## src/core_pkg.sv

```systemverilog
`default_nettype none

package core_pkg;

  localparam int DATA_WIDTH    = 32;
  localparam int REG_COUNT     = 32;
  localparam int REG_IDX_WIDTH = 5;
  localparam int SHAMT_WIDTH   = 5;
  localparam int MUL_STAGES    = 5;

  // Major opcodes
  localparam logic [6:0] OPCODE_OP     = 7'b0110011;
  localparam logic [6:0] OPCODE_OP_IMM = 7'b0010011;

  localparam logic [2:0] FUNCT3_ADD_SUB = 3'b000;
  localparam logic [2:0] FUNCT3_SLL     = 3'b001;
  localparam logic [2:0] FUNCT3_XOR     = 3'b100;
  localparam logic [2:0] FUNCT3_SRL     = 3'b101;
  localparam logic [2:0] FUNCT3_OR      = 3'b110;
  localparam logic [2:0] FUNCT3_AND     = 3'b111;
  localparam logic [2:0] FUNCT3_MUL     = 3'b000;

  localparam logic [6:0] FUNCT7_BASE   = 7'b0000000;
  localparam logic [6:0] FUNCT7_SUB    = 7'b0100000;
  localparam logic [6:0] FUNCT7_MULDIV = 7'b0000001;

  typedef logic [DATA_WIDTH-1:0]    data_t;
  typedef logic [REG_IDX_WIDTH-1:0] reg_idx_t;
  typedef logic [31:0]              instr_t;

  typedef enum logic [2:0] {
    ALU_ADD,
    ALU_SUB,
    ALU_AND,
    ALU_OR,
    ALU_XOR,
    ALU_SLL,
    ALU_SRL
  } alu_op_t;

endpackage

`default_nettype wire

```

## src/alu_stage.sv

```systemverilog
`default_nettype none
`timescale 1ns/1ns

module alu_stage (
  input  logic               clk_i,
  input  logic               rst_i,
  input  logic               valid_i,
  input  core_pkg::alu_op_t  op_i,
  input  core_pkg::data_t    a_i,
  input  core_pkg::data_t    b_i,
  input  core_pkg::reg_idx_t rd_i,
  input  logic               hold_i,
  output logic               valid_o,
  output core_pkg::reg_idx_t rd_o,
  output core_pkg::data_t    result_o
);
  import core_pkg::*;

  logic     valid_q;
  alu_op_t  op_q;
  data_t    a_q;
  data_t    b_q;
  reg_idx_t rd_q;
  logic [SHAMT_WIDTH-1:0] shamt;

  always_ff @(posedge clk_i) begin
    if (!rst_i) begin
      valid_q <= 1'b0;
    end else if (!hold_i) begin
      valid_q <= valid_i;
    end
  end

  // Held instruction stays put until the write port is free
  always_ff @(posedge clk_i) begin
    if (!hold_i) begin
      op_q <= op_i;
      a_q  <= a_i;
      b_q  <= b_i;
      rd_q <= rd_i;
    end
  end

  assign shamt = b_q[SHAMT_WIDTH-1:0];

  always_comb begin
    case (op_q)
      ALU_ADD: result_o = a_q + b_q;
      ALU_SUB: result_o = a_q - b_q;
      ALU_AND: result_o = a_q & b_q;
      ALU_OR:  result_o = a_q | b_q;
      ALU_XOR: result_o = a_q ^ b_q;
      ALU_SLL: result_o = a_q << shamt;
      ALU_SRL: result_o = a_q >> shamt;
      default: result_o = '0;
    endcase
  end

  assign valid_o = valid_q;
  assign rd_o    = rd_q;

endmodule

`default_nettype wire

```

## src/core_top.sv

```systemverilog
`default_nettype none
`timescale 1ns/1ns

module core_top (
  input  logic               clk_i,
  input  logic               rst_i,
  input  logic               instr_req_i,
  input  core_pkg::instr_t   instr_data_i,
  output logic               instr_ack_o,
  output logic               wb_valid_o,
  output core_pkg::reg_idx_t wb_reg_o,
  output core_pkg::data_t    wb_data_o
);
  import core_pkg::*;

  // Decode
  reg_idx_t dec_rs1;
  reg_idx_t dec_rs2;
  reg_idx_t dec_rd;
  logic     dec_valid;
  logic     dec_uses_rs2;
  data_t    rs1_data;
  data_t    rs2_data;
  logic     stall_issue;
  logic     alu_issue_valid;
  alu_op_t  alu_issue_op;
  logic     mul_issue_valid;
  data_t    op_a;
  data_t    op_b;

  // Execute
  logic     alu_valid;
  reg_idx_t alu_rd;
  data_t    alu_result;
  logic     alu_hold;
  logic [MUL_STAGES-1:0] mul_stage_valid;
  reg_idx_t mul_stage_rd [MUL_STAGES];
  logic     mul_valid;
  reg_idx_t mul_rd;
  data_t    mul_result;

  decode_stage decode_stage_i (
    .clk_i         (clk_i),
    .rst_i         (rst_i),
    .instr_req_i   (instr_req_i),
    .instr_data_i  (instr_data_i),
    .instr_ack_o   (instr_ack_o),
    .stall_issue_i (stall_issue),
    .rs1_o         (dec_rs1),
    .rs2_o         (dec_rs2),
    .rd_o          (dec_rd),
    .dec_valid_o   (dec_valid),
    .uses_rs2_o    (dec_uses_rs2),
    .rs1_data_i    (rs1_data),
    .rs2_data_i    (rs2_data),
    .alu_valid_o   (alu_issue_valid),
    .alu_op_o      (alu_issue_op),
    .mul_valid_o   (mul_issue_valid),
    .op_a_o        (op_a),
    .op_b_o        (op_b)
  );

  rbank rbank_i (
    .clk_i       (clk_i),
    .rst_i       (rst_i),
    .wr_en_i     (wb_valid_o),
    .wr_reg_i    (wb_reg_o),
    .wr_data_i   (wb_data_o),
    .rd_reg_a_i  (dec_rs1),
    .rd_reg_b_i  (dec_rs2),
    .rd_data_a_o (rs1_data),
    .rd_data_b_o (rs2_data)
  );

  hazard_unit hazard_unit_i (
    .dec_valid_i    (dec_valid),
    .dec_uses_rs2_i (dec_uses_rs2),
    .dec_rs1_i      (dec_rs1),
    .dec_rs2_i      (dec_rs2),
    .dec_rd_i       (dec_rd),
    .alu_valid_i    (alu_valid),
    .alu_rd_i       (alu_rd),
    .alu_hold_i     (alu_hold),
    .mul_valid_i    (mul_stage_valid),
    .mul_rd_i       (mul_stage_rd),
    .stall_issue_o  (stall_issue)
  );

  alu_stage alu_stage_i (
    .clk_i    (clk_i),
    .rst_i    (rst_i),
    .valid_i  (alu_issue_valid),
    .op_i     (alu_issue_op),
    .a_i      (op_a),
    .b_i      (op_b),
    .rd_i     (dec_rd),
    .hold_i   (alu_hold),
    .valid_o  (alu_valid),
    .rd_o     (alu_rd),
    .result_o (alu_result)
  );

  mul_pipe mul_pipe_i (
    .clk_i         (clk_i),
    .rst_i         (rst_i),
    .valid_i       (mul_issue_valid),
    .a_i           (op_a),
    .b_i           (op_b),
    .rd_i          (dec_rd),
    .stage_valid_o (mul_stage_valid),
    .stage_rd_o    (mul_stage_rd),
    .valid_o       (mul_valid),
    .rd_o          (mul_rd),
    .result_o      (mul_result)
  );

  wb_arbiter wb_arbiter_i (
    .alu_valid_i  (alu_valid),
    .alu_rd_i     (alu_rd),
    .alu_result_i (alu_result),
    .mul_valid_i  (mul_valid),
    .mul_rd_i     (mul_rd),
    .mul_result_i (mul_result),
    .wr_en_o      (wb_valid_o),
    .wr_reg_o     (wb_reg_o),
    .wr_data_o    (wb_data_o),
    .alu_hold_o   (alu_hold)
  );

endmodule

`default_nettype wire

```

## src/decode_stage.sv

```systemverilog
`default_nettype none
`timescale 1ns/1ns

module decode_stage (
  input  logic               clk_i,
  input  logic               rst_i,
  input  logic               instr_req_i,
  input  core_pkg::instr_t   instr_data_i,
  output logic               instr_ack_o,
  input  logic               stall_issue_i,
  output core_pkg::reg_idx_t rs1_o,
  output core_pkg::reg_idx_t rs2_o,
  output core_pkg::reg_idx_t rd_o,
  output logic               dec_valid_o,
  output logic               uses_rs2_o,
  input  core_pkg::data_t    rs1_data_i,
  input  core_pkg::data_t    rs2_data_i,
  output logic               alu_valid_o,
  output core_pkg::alu_op_t  alu_op_o,
  output logic               mul_valid_o,
  output core_pkg::data_t    op_a_o,
  output core_pkg::data_t    op_b_o
);
  import core_pkg::*;

  typedef enum logic {HS_IDLE, HS_ACK} hs_state_t;

  hs_state_t  hs_state_q;
  logic       capture;
  logic       cap_valid_q;
  instr_t     cap_instr_q;
  logic       dec_advance;
  logic       dec_valid_q;

  logic [6:0] opcode;
  logic [2:0] funct3;
  logic [6:0] funct7;
  logic       is_alu;
  logic       is_mul;
  logic       uses_rs2;
  alu_op_t    op;
  data_t      imm;

  logic       dec_is_alu_q;
  logic       dec_is_mul_q;
  logic       dec_uses_rs2_q;
  alu_op_t    dec_op_q;
  reg_idx_t   dec_rs1_q;
  reg_idx_t   dec_rs2_q;
  reg_idx_t   dec_rd_q;
  data_t      dec_imm_q;

  // Word is taken only in a cycle where the decode register can move
  assign capture     = (hs_state_q == HS_IDLE) && instr_req_i && !stall_issue_i;
  assign dec_advance = !dec_valid_q || !stall_issue_i;
  assign instr_ack_o = (hs_state_q == HS_ACK);

  always_ff @(posedge clk_i) begin
    if (!rst_i) begin
      hs_state_q  <= HS_IDLE;
      cap_valid_q <= 1'b0;
      dec_valid_q <= 1'b0;
    end else begin
      if (hs_state_q == HS_IDLE) begin
        if (capture) begin
          hs_state_q <= HS_ACK;
        end
      end else if (!instr_req_i) begin
        hs_state_q <= HS_IDLE;
      end
      if (capture) begin
        cap_valid_q <= 1'b1;
      end else if (dec_advance) begin
        cap_valid_q <= 1'b0;
      end
      if (dec_advance) begin
        dec_valid_q <= cap_valid_q;
      end
    end
  end

  assign opcode = cap_instr_q[6:0];
  assign funct3 = cap_instr_q[14:12];
  assign funct7 = cap_instr_q[31:25];
  assign imm    = {{20{cap_instr_q[31]}}, cap_instr_q[31:20]};

  always_comb begin
    is_alu   = 1'b0;
    is_mul   = 1'b0;
    uses_rs2 = 1'b1;
    op       = ALU_ADD;
    if (opcode == OPCODE_OP) begin
      if (funct7 == FUNCT7_MULDIV) begin
        is_mul = (funct3 == FUNCT3_MUL);
      end else if (funct7 == FUNCT7_SUB) begin
        is_alu = (funct3 == FUNCT3_ADD_SUB);
        op     = ALU_SUB;
      end else if (funct7 == FUNCT7_BASE) begin
        is_alu = 1'b1;
        case (funct3)
          FUNCT3_ADD_SUB: op = ALU_ADD;
          FUNCT3_SLL:     op = ALU_SLL;
          FUNCT3_XOR:     op = ALU_XOR;
          FUNCT3_SRL:     op = ALU_SRL;
          FUNCT3_OR:      op = ALU_OR;
          FUNCT3_AND:     op = ALU_AND;
          default:        is_alu = 1'b0;
        endcase
      end
    end else if (opcode == OPCODE_OP_IMM) begin
      // Only ADDI
      uses_rs2 = 1'b0;
      is_alu   = (funct3 == FUNCT3_ADD_SUB);
    end
    // Writes to x0 retire silently
    if (cap_instr_q[11:7] == '0) begin
      is_alu = 1'b0;
      is_mul = 1'b0;
    end
  end

  always_ff @(posedge clk_i) begin
    if (capture) begin
      cap_instr_q <= instr_data_i;
    end
    if (dec_advance) begin
      dec_is_alu_q   <= is_alu;
      dec_is_mul_q   <= is_mul;
      dec_uses_rs2_q <= uses_rs2;
      dec_op_q       <= op;
      dec_rs1_q      <= cap_instr_q[19:15];
      dec_rs2_q      <= cap_instr_q[24:20];
      dec_rd_q       <= cap_instr_q[11:7];
      dec_imm_q      <= imm;
    end
  end

  assign rs1_o       = dec_rs1_q;
  assign rs2_o       = dec_rs2_q;
  assign rd_o        = dec_rd_q;
  assign uses_rs2_o  = dec_uses_rs2_q;
  assign dec_valid_o = dec_valid_q && (dec_is_alu_q || dec_is_mul_q);

  assign alu_valid_o = dec_valid_q && dec_is_alu_q && !stall_issue_i;
  assign mul_valid_o = dec_valid_q && dec_is_mul_q && !stall_issue_i;
  assign alu_op_o    = dec_op_q;
  assign op_a_o      = rs1_data_i;
  assign op_b_o      = dec_uses_rs2_q ? rs2_data_i : dec_imm_q;

endmodule

`default_nettype wire

```

## src/hazard_unit.sv

```systemverilog
`default_nettype none
`timescale 1ns/1ns

module hazard_unit (
  input  logic                               dec_valid_i,
  input  logic                               dec_uses_rs2_i,
  input  core_pkg::reg_idx_t                 dec_rs1_i,
  input  core_pkg::reg_idx_t                 dec_rs2_i,
  input  core_pkg::reg_idx_t                 dec_rd_i,
  input  logic                               alu_valid_i,
  input  core_pkg::reg_idx_t                 alu_rd_i,
  input  logic                               alu_hold_i,
  input  logic [core_pkg::MUL_STAGES-1:0]    mul_valid_i,
  input  core_pkg::reg_idx_t                 mul_rd_i [core_pkg::MUL_STAGES],
  output logic                               stall_issue_o
);
  import core_pkg::*;

  logic                  alu_hit;
  logic [MUL_STAGES-1:0] mul_hit;

  // True when the decoded instruction reads or writes idx
  function automatic logic touches(reg_idx_t idx);
    logic rs2_hit;
    rs2_hit = dec_uses_rs2_i && (dec_rs2_i == idx);
    return (dec_rs1_i == idx) || rs2_hit || (dec_rd_i == idx);
  endfunction

  always_comb begin
    alu_hit = alu_valid_i && touches(alu_rd_i);
    for (int s = 0; s < MUL_STAGES; s++) begin
      mul_hit[s] = mul_valid_i[s] && touches(mul_rd_i[s]);
    end
  end

  // RAW and WAW both wait for the producer to write back
  assign stall_issue_o = alu_hold_i || (dec_valid_i && (alu_hit || (|mul_hit)));

endmodule

`default_nettype wire

```

## src/mul_pipe.sv

```systemverilog
`default_nettype none
`timescale 1ns/1ns

module mul_pipe (
  input  logic                            clk_i,
  input  logic                            rst_i,
  input  logic                            valid_i,
  input  core_pkg::data_t                 a_i,
  input  core_pkg::data_t                 b_i,
  input  core_pkg::reg_idx_t              rd_i,
  output logic [core_pkg::MUL_STAGES-1:0] stage_valid_o,
  output core_pkg::reg_idx_t              stage_rd_o [core_pkg::MUL_STAGES],
  output logic                            valid_o,
  output core_pkg::reg_idx_t              rd_o,
  output core_pkg::data_t                 result_o
);
  import core_pkg::*;

  logic [MUL_STAGES-1:0] valid_q;
  reg_idx_t              rd_q [MUL_STAGES];
  logic [31:0]           pp_ll_q;
  logic [15:0]           pp_lh_q;
  logic [15:0]           pp_hl_q;
  data_t                 res_q [1:MUL_STAGES-1];

  always_ff @(posedge clk_i) begin
    if (!rst_i) begin
      valid_q <= '0;
    end else begin
      valid_q <= {valid_q[MUL_STAGES-2:0], valid_i};
    end
  end

  always_ff @(posedge clk_i) begin
    rd_q[0] <= rd_i;
    for (int s = 1; s < MUL_STAGES; s++) begin
      rd_q[s] <= rd_q[s-1];
    end
    // Upper cross terms only reach bits above 31
    pp_ll_q <= a_i[15:0] * b_i[15:0];
    pp_lh_q <= a_i[15:0] * b_i[31:16];
    pp_hl_q <= a_i[31:16] * b_i[15:0];
    res_q[1] <= pp_ll_q + {pp_lh_q + pp_hl_q, 16'h0000};
    for (int s = 2; s < MUL_STAGES; s++) begin
      res_q[s] <= res_q[s-1];
    end
  end

  assign stage_valid_o = valid_q;
  assign stage_rd_o    = rd_q;
  assign valid_o       = valid_q[MUL_STAGES-1];
  assign rd_o          = rd_q[MUL_STAGES-1];
  assign result_o      = res_q[MUL_STAGES-1];

endmodule

`default_nettype wire

```

## src/rbank.sv

```systemverilog
`default_nettype none
`timescale 1ns/1ns

module rbank (
  input  logic               clk_i,
  input  logic               rst_i,
  input  logic               wr_en_i,
  input  core_pkg::reg_idx_t wr_reg_i,
  input  core_pkg::data_t    wr_data_i,
  input  core_pkg::reg_idx_t rd_reg_a_i,
  input  core_pkg::reg_idx_t rd_reg_b_i,
  output core_pkg::data_t    rd_data_a_o,
  output core_pkg::data_t    rd_data_b_o
);
  import core_pkg::*;

  data_t regs_q [REG_COUNT];

  always_ff @(posedge clk_i) begin
    if (!rst_i) begin
      for (int i = 0; i < REG_COUNT; i++) begin
        regs_q[i] <= '0;
      end
    end else if (wr_en_i && (wr_reg_i != '0)) begin
      regs_q[wr_reg_i] <= wr_data_i;
    end
  end

  // x0 is hardwired to zero
  assign rd_data_a_o = (rd_reg_a_i == '0) ? '0 : regs_q[rd_reg_a_i];
  assign rd_data_b_o = (rd_reg_b_i == '0) ? '0 : regs_q[rd_reg_b_i];

endmodule

`default_nettype wire

```

## src/wb_arbiter.sv

```systemverilog
`default_nettype none
`timescale 1ns/1ns

module wb_arbiter (
  input  logic               alu_valid_i,
  input  core_pkg::reg_idx_t alu_rd_i,
  input  core_pkg::data_t    alu_result_i,
  input  logic               mul_valid_i,
  input  core_pkg::reg_idx_t mul_rd_i,
  input  core_pkg::data_t    mul_result_i,
  output logic               wr_en_o,
  output core_pkg::reg_idx_t wr_reg_o,
  output core_pkg::data_t    wr_data_o,
  output logic               alu_hold_o
);

  // Multiply pipe cannot stall, so it always wins
  assign wr_en_o    = mul_valid_i || alu_valid_i;
  assign wr_reg_o   = mul_valid_i ? mul_rd_i : alu_rd_i;
  assign wr_data_o  = mul_valid_i ? mul_result_i : alu_result_i;
  assign alu_hold_o = mul_valid_i && alu_valid_i;

endmodule

`default_nettype wire
```

## config.mk

```make
export PLATFORM = sky130hd
export DESIGN_NAME = core_top
export DESIGN_NICKNAME = d
export VERILOG_FILES = /design/src/core_pkg.sv /design/src/alu_stage.sv /design/src/core_top.sv /design/src/decode_stage.sv /design/src/hazard_unit.sv /design/src/mul_pipe.sv /design/src/rbank.sv /design/src/wb_arbiter.sv
export SDC_FILE = /design/constraint.sdc
export NUM_CORES = 2
export LEC_CHECK = 0
export ABC_AREA = 1
export BUFFER_PORTS_ARGS = -buffer_cell sky130_fd_sc_hd__buf_2
export CORE_ASPECT_RATIO = 0.8
export CORE_MARGIN = 2
export CORE_UTILIZATION = 45
export CTS_BUF_LIST = sky130_fd_sc_hd__clkbuf_16
export CTS_CLUSTER_DIAMETER = 30
export DETAILED_ROUTE_END_ITERATION = 7
export GPL_ROUTABILITY_DRIVEN = 0
export PLACE_DENSITY_LB_ADDON = 0.15
export SLEW_MARGIN = 15
export SYNTH_ARGS = -nofsm -noshare
export SYNTH_HDL_FRONTEND = slang
export SYNTH_HIERARCHICAL = 1
export SYNTH_SLANG_ARGS = --single-unit
export TNS_END_PERCENT = 30
```

## constraint.sdc

```tcl
create_clock -name clk_i -period 7.4 [get_ports clk_i]
set_input_delay 1.11 -clock clk_i [delete_from_list [all_inputs] [get_ports clk_i]]
set_output_delay 1.11 -clock clk_i [all_outputs]
set_load 0.05 [all_outputs]
```

; ---- Word level (Yosys, flattened, before mapping)
; Memory sizes are Yosys's and may differ from the RTL's. A register that Yosys moved wholly into a read port is not among the register bits.
; Index checks and enable logic that the tools add are counted.
; Widths: inputs -> output; s select.
[word_totals]
ram_bits = 1152
latchBits = 0
mem_count = 2
inputBits = 35
out_inout_bits = 39
elab_cells = 163
mem_bits_ro = 0
register_bits = 235
[op_classes]
addsub = 4
muxes = 30
n_lt_le_gt_ge = 0
multipliers = 3
n_eq_ne = 33
n_div = 0
n_shift = 2
reduce_logical = 55
bitwise_logic = 7
[mem_list]
columns = memory, words, width, read_ports, rd_ports_with_merged_regs, write_ports, line
row1 = rbank_i.regs_q, 32, 32, 2, 2, 32, rbank.sv:17  ; data_t regs_q [REG_COUNT];
row2 = mul_pipe_i.res_q, 4, 32, 4, 0, 4, mul_pipe.sv:24  ; data_t res_q [1:MUL_STAGES-1];
[ops]
columns = operator, n
row1 = $pmux 32 s7, 1
row2 = $mux 32, 5
row3 = $eq 5x5->1, 18
row4 = $add 32x32->32, 2
row5 = $and 32x32->32, 1
row6 = $mul 16x16->16, 2
row7 = $mul 16x16->32, 1
row8 = $or 32x32->32, 1
row9 = $reduce_or 32->1, 1
row10 = $shl 32x5->32, 1
row11 = $shr 32x5->32, 1
row12 = $sub 32x32->32, 1
row13 = $xor 32x32->32, 1
row14 = $logic_and 1x1->1, 22
row15 = $eq 3x3->1 const B, 7
row16 = $mux 5, 4
row17 = $mux 1, 19
row18 = $logic_or 1x1->1, 17
row19 = $add 16x16->16, 1
row20 = $logic_not 5->1, 3
row21 = $pmux 3 s5, 1
row22 = $eq 7x6->1 const B, 2
row23 = $eq 7x1->1 const B, 1
row24 = $eq 7x5->1 const B, 1
row25 = other kinds (13), 20

; ---- Logic depth before layout (Yosys ltp)
[logic_depth]
word_depth = 13
depth_mapped = 45
mapped_depth_nobuf = 38

; ---- Modules after synthesis
; Netlist, hierarchy kept.
[modules_own_cells]
columns = mod, cells_each, instances, area_each_um2, seq_area_each_um2
row1 = rbank, 7255, 1, 56653.1, 30749.5
row2 = mul_pipe, 2909, 1, 23581.4, 4444.3
row3 = alu_stage, 1720, 1, 10496.3, 2182.1
row4 = decode_stage, 254, 1, 2834.0, 1861.8
row5 = hazard_unit, 311, 1, 1453.9, 0.0
row6 = wb_arbiter, 122, 1, 478.0, 0.0

; ---- Least setup slack after synthesis
; Ideal clock, no wire load.
[synth_timing]
kind = register -> register
start = reg decode_stage_i.dec_rs2_q[0], in the netlist decode_stage_i/rs2_o[0]
end = reg mul_pipe_i.pp_ll_q[28]
n_path_buf = 7
path_stages_with_launch = 37
setup_time_ps = 121
slack_ps = 544
period_less_slack_ps = 6856
required_time_ps = 7279
t_arrival_ps = 6735
path_cell_list = edfxtp_1 -> buf_4 -> buf_4 -> inv_2 -> buf_4 -> buf_6 -> buf_6 -> nand2_1 -> nand2_1 -> nand2_1 -> nand3_1 -> nand3_1 -> nand2_1 -> nand2_1 -> nor2_1 -> nand2_1 -> nand2_1 -> clkbuf_1 -> clkbuf_1 -> nand2_1 -> fa_1 -> fa_1 -> inv_1 -> fa_1 -> fa_1 -> fa_1 -> inv_1 -> fa_1 -> inv_1 -> ha_1 -> a21oi_1 -> o21ai_0 -> a21oi_1 -> nand3_2 -> nand3_1 -> nand3_1 -> xor2_1
[synth_between]
elab_chain_cells = 4
[synth_rtl]
columns = element, line
row1 = from (decl), decode_stage.sv:49  ; reg_idx_t dec_rs2_q;
row2 = from (signal assigned), decode_stage.sv:132  ; dec_rs2_q <= cap_instr_q[24:20];
row3 = $logic_not 5->1, rbank.sv:31  ; assign rd_data_b_o = (rd_reg_b_i == '0) ? '0 : regs_q[rd_reg_b_i];
row4 = $mux 32, rbank.sv:31
row5 = net rs2_data[2], core_top.sv:23  ; data_t rs2_data;
row6 = $mux 32, decode_stage.sv:148  ; assign op_b_o = dec_uses_rs2_q ? rs2_data_i : dec_imm_q;
row7 = net op_b[2], core_top.sv:29  ; data_t op_b;
row8 = $mul 16x16->32, mul_pipe.sv:40  ; pp_ll_q <= a_i[15:0] * b_i[15:0];
row9 = to (signal assigned), mul_pipe.sv:40
row10 = to (decl), mul_pipe.sv:21  ; logic [31:0] pp_ll_q;
; The timed path passes the listed nets, and every way through them passes these cells.
; A chain may end at the register's enable or synchronous reset.

; ---- Final worst setup path
[layout_timing]
start = reg decode_stage_i.dec_rs2_q[0], in the netlist decode_stage_i/rs2_o[0]
end = reg mul_pipe_i.pp_ll_q[16]
; The elaborated chain is that of the path after synthesis.

==> qor.csv <==
stage,metric,value,unit
sta,Final setup viols,0,
hold_path,Hold Path Class,reg -> reg,
sta,Min Hold Slack,0.3173,ns
logic_synthesis,Synth area leaders,"edfxtp_1 36%, nand2_1 15%, nor2_1 7.9%, fa_1 7.5%, nand3_1 7.2%",
logic_synthesis,"top cells by count, synth","3773 x nand2_1, 2013 x nor2_1, 1382 x nand3_1",
setup_path,Buf/Inv on CP,13,
floorplan,starting density of the core,45.17,%
pwr,Leak Pwr,53.60,nW
finish,Nets,13420,
setup_path,CP max FO,21,
sta,"Worst Setup Slack, final",0.1799,ns
routing,DRC Markers,0,
job,max_cap viols,0,
cts,CTS tree,yes,
global_route,vias in the first global route,86520,
logic_synthesis,Main synth FF type,edfxtp_1,
global_route,M3 GR Usage,8.395,%
floorplan,Die H,416.0,um
finish,Fillers,19530,
sta,Relative slew margins,17.85,%
hold_path,WHS Path Cells,0,
setup_path,crit end category,flip-flop,
pwr,pwr dens,488.6,nW/um^2
logic_synthesis,sequential area share after synthesis,41.09,%
global_route,grt met2 use,47.54,%
logic_synthesis,Synth Cell Area,95500,um^2
routing,DRT Wirelength,369.1,mm
global_route,total congestion overflow,0,
floorplan,die width,519.0,um
routing,wire length per cell,23.39,um
finish,multi-input gate area in the final layout,47700,um^2
cts,Max clock buf depth,4,
logic_synthesis,"EDFF count, synth",1156,
global_route,most used routing layer,met2,
hold_path,HP Start,mul_pipe_i/res_q[0][27],
routing,Starting DRT DRC Count,12620,
cts,# hold bufs at CTS,0,
cts,"Clk pin slew, worst setup/hold paths",0.05,ns
finish,FF/Latch Area,39240,um^2
place,"worst slack, placed",-0.3240,ns
setup_path,FF-to-FF path depth,37,
finish,layout cells sized above 1,10.42,%
finish,area delta synth->final,17.77,%
logic_synthesis,yosys warns,6,
routing,via count,90000,
setup_path,critical path class,reg -> reg,
sta,RSZ-0062 raised after global routing,true,
pwr,VDD IR max,1699,uV
hold_path,WHS Endpoint,mul_pipe_i/res_q[0][59],
logic_synthesis,Mapped Cells,12570,
logic_synthesis,"area leader, netlist",edfxtp_1,
place,Final HPWL DP,245.3,mm
sta,period utilization,97.57,%
setup_path,CP max-delay cell,fa_1,
status,status,"complete, no violations",
routing,DR vias/cell,5.705,
cts,# clock sinks,1382,
setup_path,FF-to-FF End,mul_pipe_i/pp_ll_q[16],
logic_synthesis,synthesis-stage register bit count,1382,
setup_path,required time worst endpoint,8.26,ns
global_route,GRT Total Usage,33.26,%
cts,CTS root buf,clkbuf_16,
logic_synthesis,library cell with the highest instance count after synthesis,nand2_1,
logic_synthesis,asr flop ratio synth,0,%
setup_path,startpoint types,flip-flop,
sta,fin. max-slew vios,0,
floorplan,row count,151,
sta,Period minus WS final,7.220,ns
global_route,initial antenna violation count,13,
global_route,met1 usage,47.49,%
setup_path,Critical Path Max Stage Delay,0.52,ns
global_route,first-pass GRT wire length,544.3,mm
place,# port buffers,73,
sta,count of final hold-check violations,0,
floorplan,core area,211400,um^2
logic_synthesis,Unique masters post-synth,61,
sta,clk_skew,0.07632,ns
setup_path,crit path DAT,8.08,ns
floorplan,io pins,74,
logic_synthesis,Avg Inst Size Synth,7.597,um^2
sta,Peak Freq,0.1385,GHz
global_route,largest net degree at the start of global routing,65,
cts,Worst-Skew Late Latency,0.94,ns
setup_path,R2R Setup Slk,0.18,ns
floorplan,die area,215900,um^2
cts,H-tree depth,5,
setup_path,origin of the critical flop-to-flop path,decode_stage_i/rs2_o[0],
routing,post-route ant nets,0,
cts,cts bufs inserted,322,
routing,drt first pass iters,7,
sta,Worst Tran Pin Value,1.228,ns
setup_path,cell family contributing the most delay on the critical path,adder cells,
logic_synthesis,top cell type's share of synthesized area,36.35,%
## metrics by stage
stage | power (W) | instance area, um^2 | cells | TNS, ns | utilization [%]
floorplan | 0.02816 | 95610 | 12600 | 0 | -
finish | 0.05495 | 112500 | 15780 | 0 | 53.20
global route | 0.05866 | 112500 | 15770 | -0.1961 | 53.19
detailed placement | 0.04004 | 100900 | 15170 | -2.633 | 47.73
global placement | 0.03997 | 100900 | 15170 | -2.372 | 47.73
CTS | 0.05447 | 111700 | 15750 | 0 | 52.85
## how the worst max path moves through the flow
stage | from | to | cells past startpoint
after global routing | decode_stage_i/rs1_o[0] | mul_pipe_i/pp_ll_q[22] | 32
after CTS | decode_stage_i/rs2_o[0] | mul_pipe_i/pp_hl_q[15] | 35
final | decode_stage_i/rs2_o[0] | mul_pipe_i/pp_ll_q[16] | 37
after floorplan | decode_stage_i/rs2_o[0] | mul_pipe_i/pp_ll_q[28] | 36
after detailed placement | decode_stage_i/rs2_o[2] | mul_pipe_i/pp_hl_q[15] | 32
after global placement | decode_stage_i/rs2_o[2] | mul_pipe_i/pp_ll_q[16] | 32
## cell type report
type	instances	share of cell area, %
clock buffer	328	7.298
timing repair buffer	664	5.857
tap	2830	3.148
inverter	1218	4.150
multi-input combinational	9107	42.41
antenna	3	0.006675
timing repair inverter	2	0.01780
clock inverter	243	2.219
sequential	1382	34.89
## per-layer routing
layer	wire [um]	vias up
met2	152000	6179
met4	17130	18
li1	-	40270
met5	163	-
met1	150100	42560
met3	49700	976
## repair_timing
item | 4_1_cts | 5_1_grt
gates resized for setup | 6 | 86
gates cloned | 0 | 11
setup buffers | 9 | 12
pin swaps | 1 | 5
setup endpoints to repair | 21 | 29
## cell usage in the layout (no fill, tap or decap), types with 110 or more instances in the layout
cell type	instances
a21oi_1	268
buf_12	110
buf_4	448
clkbuf_16	337
dfxtp_1	225
edfxtp_1	1156
fa_1	357
ha_1	329
inv_1	1209
nand2_1	3730
nand3_1	1380
nor2_1	1979
o21ai_0	466
xor2_1	119
## registers in the layout (all words and copies together), names as in the netlist, 8 cells and up
name	count
mul_pipe_i/stage_rd_o	20
mul_pipe_i/res_q	128
decode_stage_i/dec_imm_q	8
alu_stage_i/b_q	32
mul_pipe_i/pp_hl_q	16
mul_pipe_i/pp_ll_q	32
rbank_i/regs_q	1024
alu_stage_i/a_q	32
mul_pipe_i/pp_lh_q	16
decode_stage_i/cap_instr_q	32
## cell families (layout without fill, tap and decap cells)
group | count (synthesis) | in the layout | share of synthesized area, %
other | 1 | 35 | 0.003927
and+or+nand+nor | 7309 | 7309 | 31.02
DFF | 1382 | 1382 | 41.09
adders and majority gates | 686 | 686 | 11.79
buffers and inverters | 2113 | 2455 | 9.428
xor gates and xnor gates | 163 | 163 | 1.495
AOI/OAI and AO/OA | 917 | 917 | 5.175
## where the power goes
part	internal (W)	total [W]	switching (W)
sequential	0.00958	0.0101	0.000475
clock	0.00953	0.0141	0.00459
combinational	0.0121	0.0308	0.0187
total	0.0312	0.0549	0.0238
No activity file was read; power rests on OpenSTA's default activity.
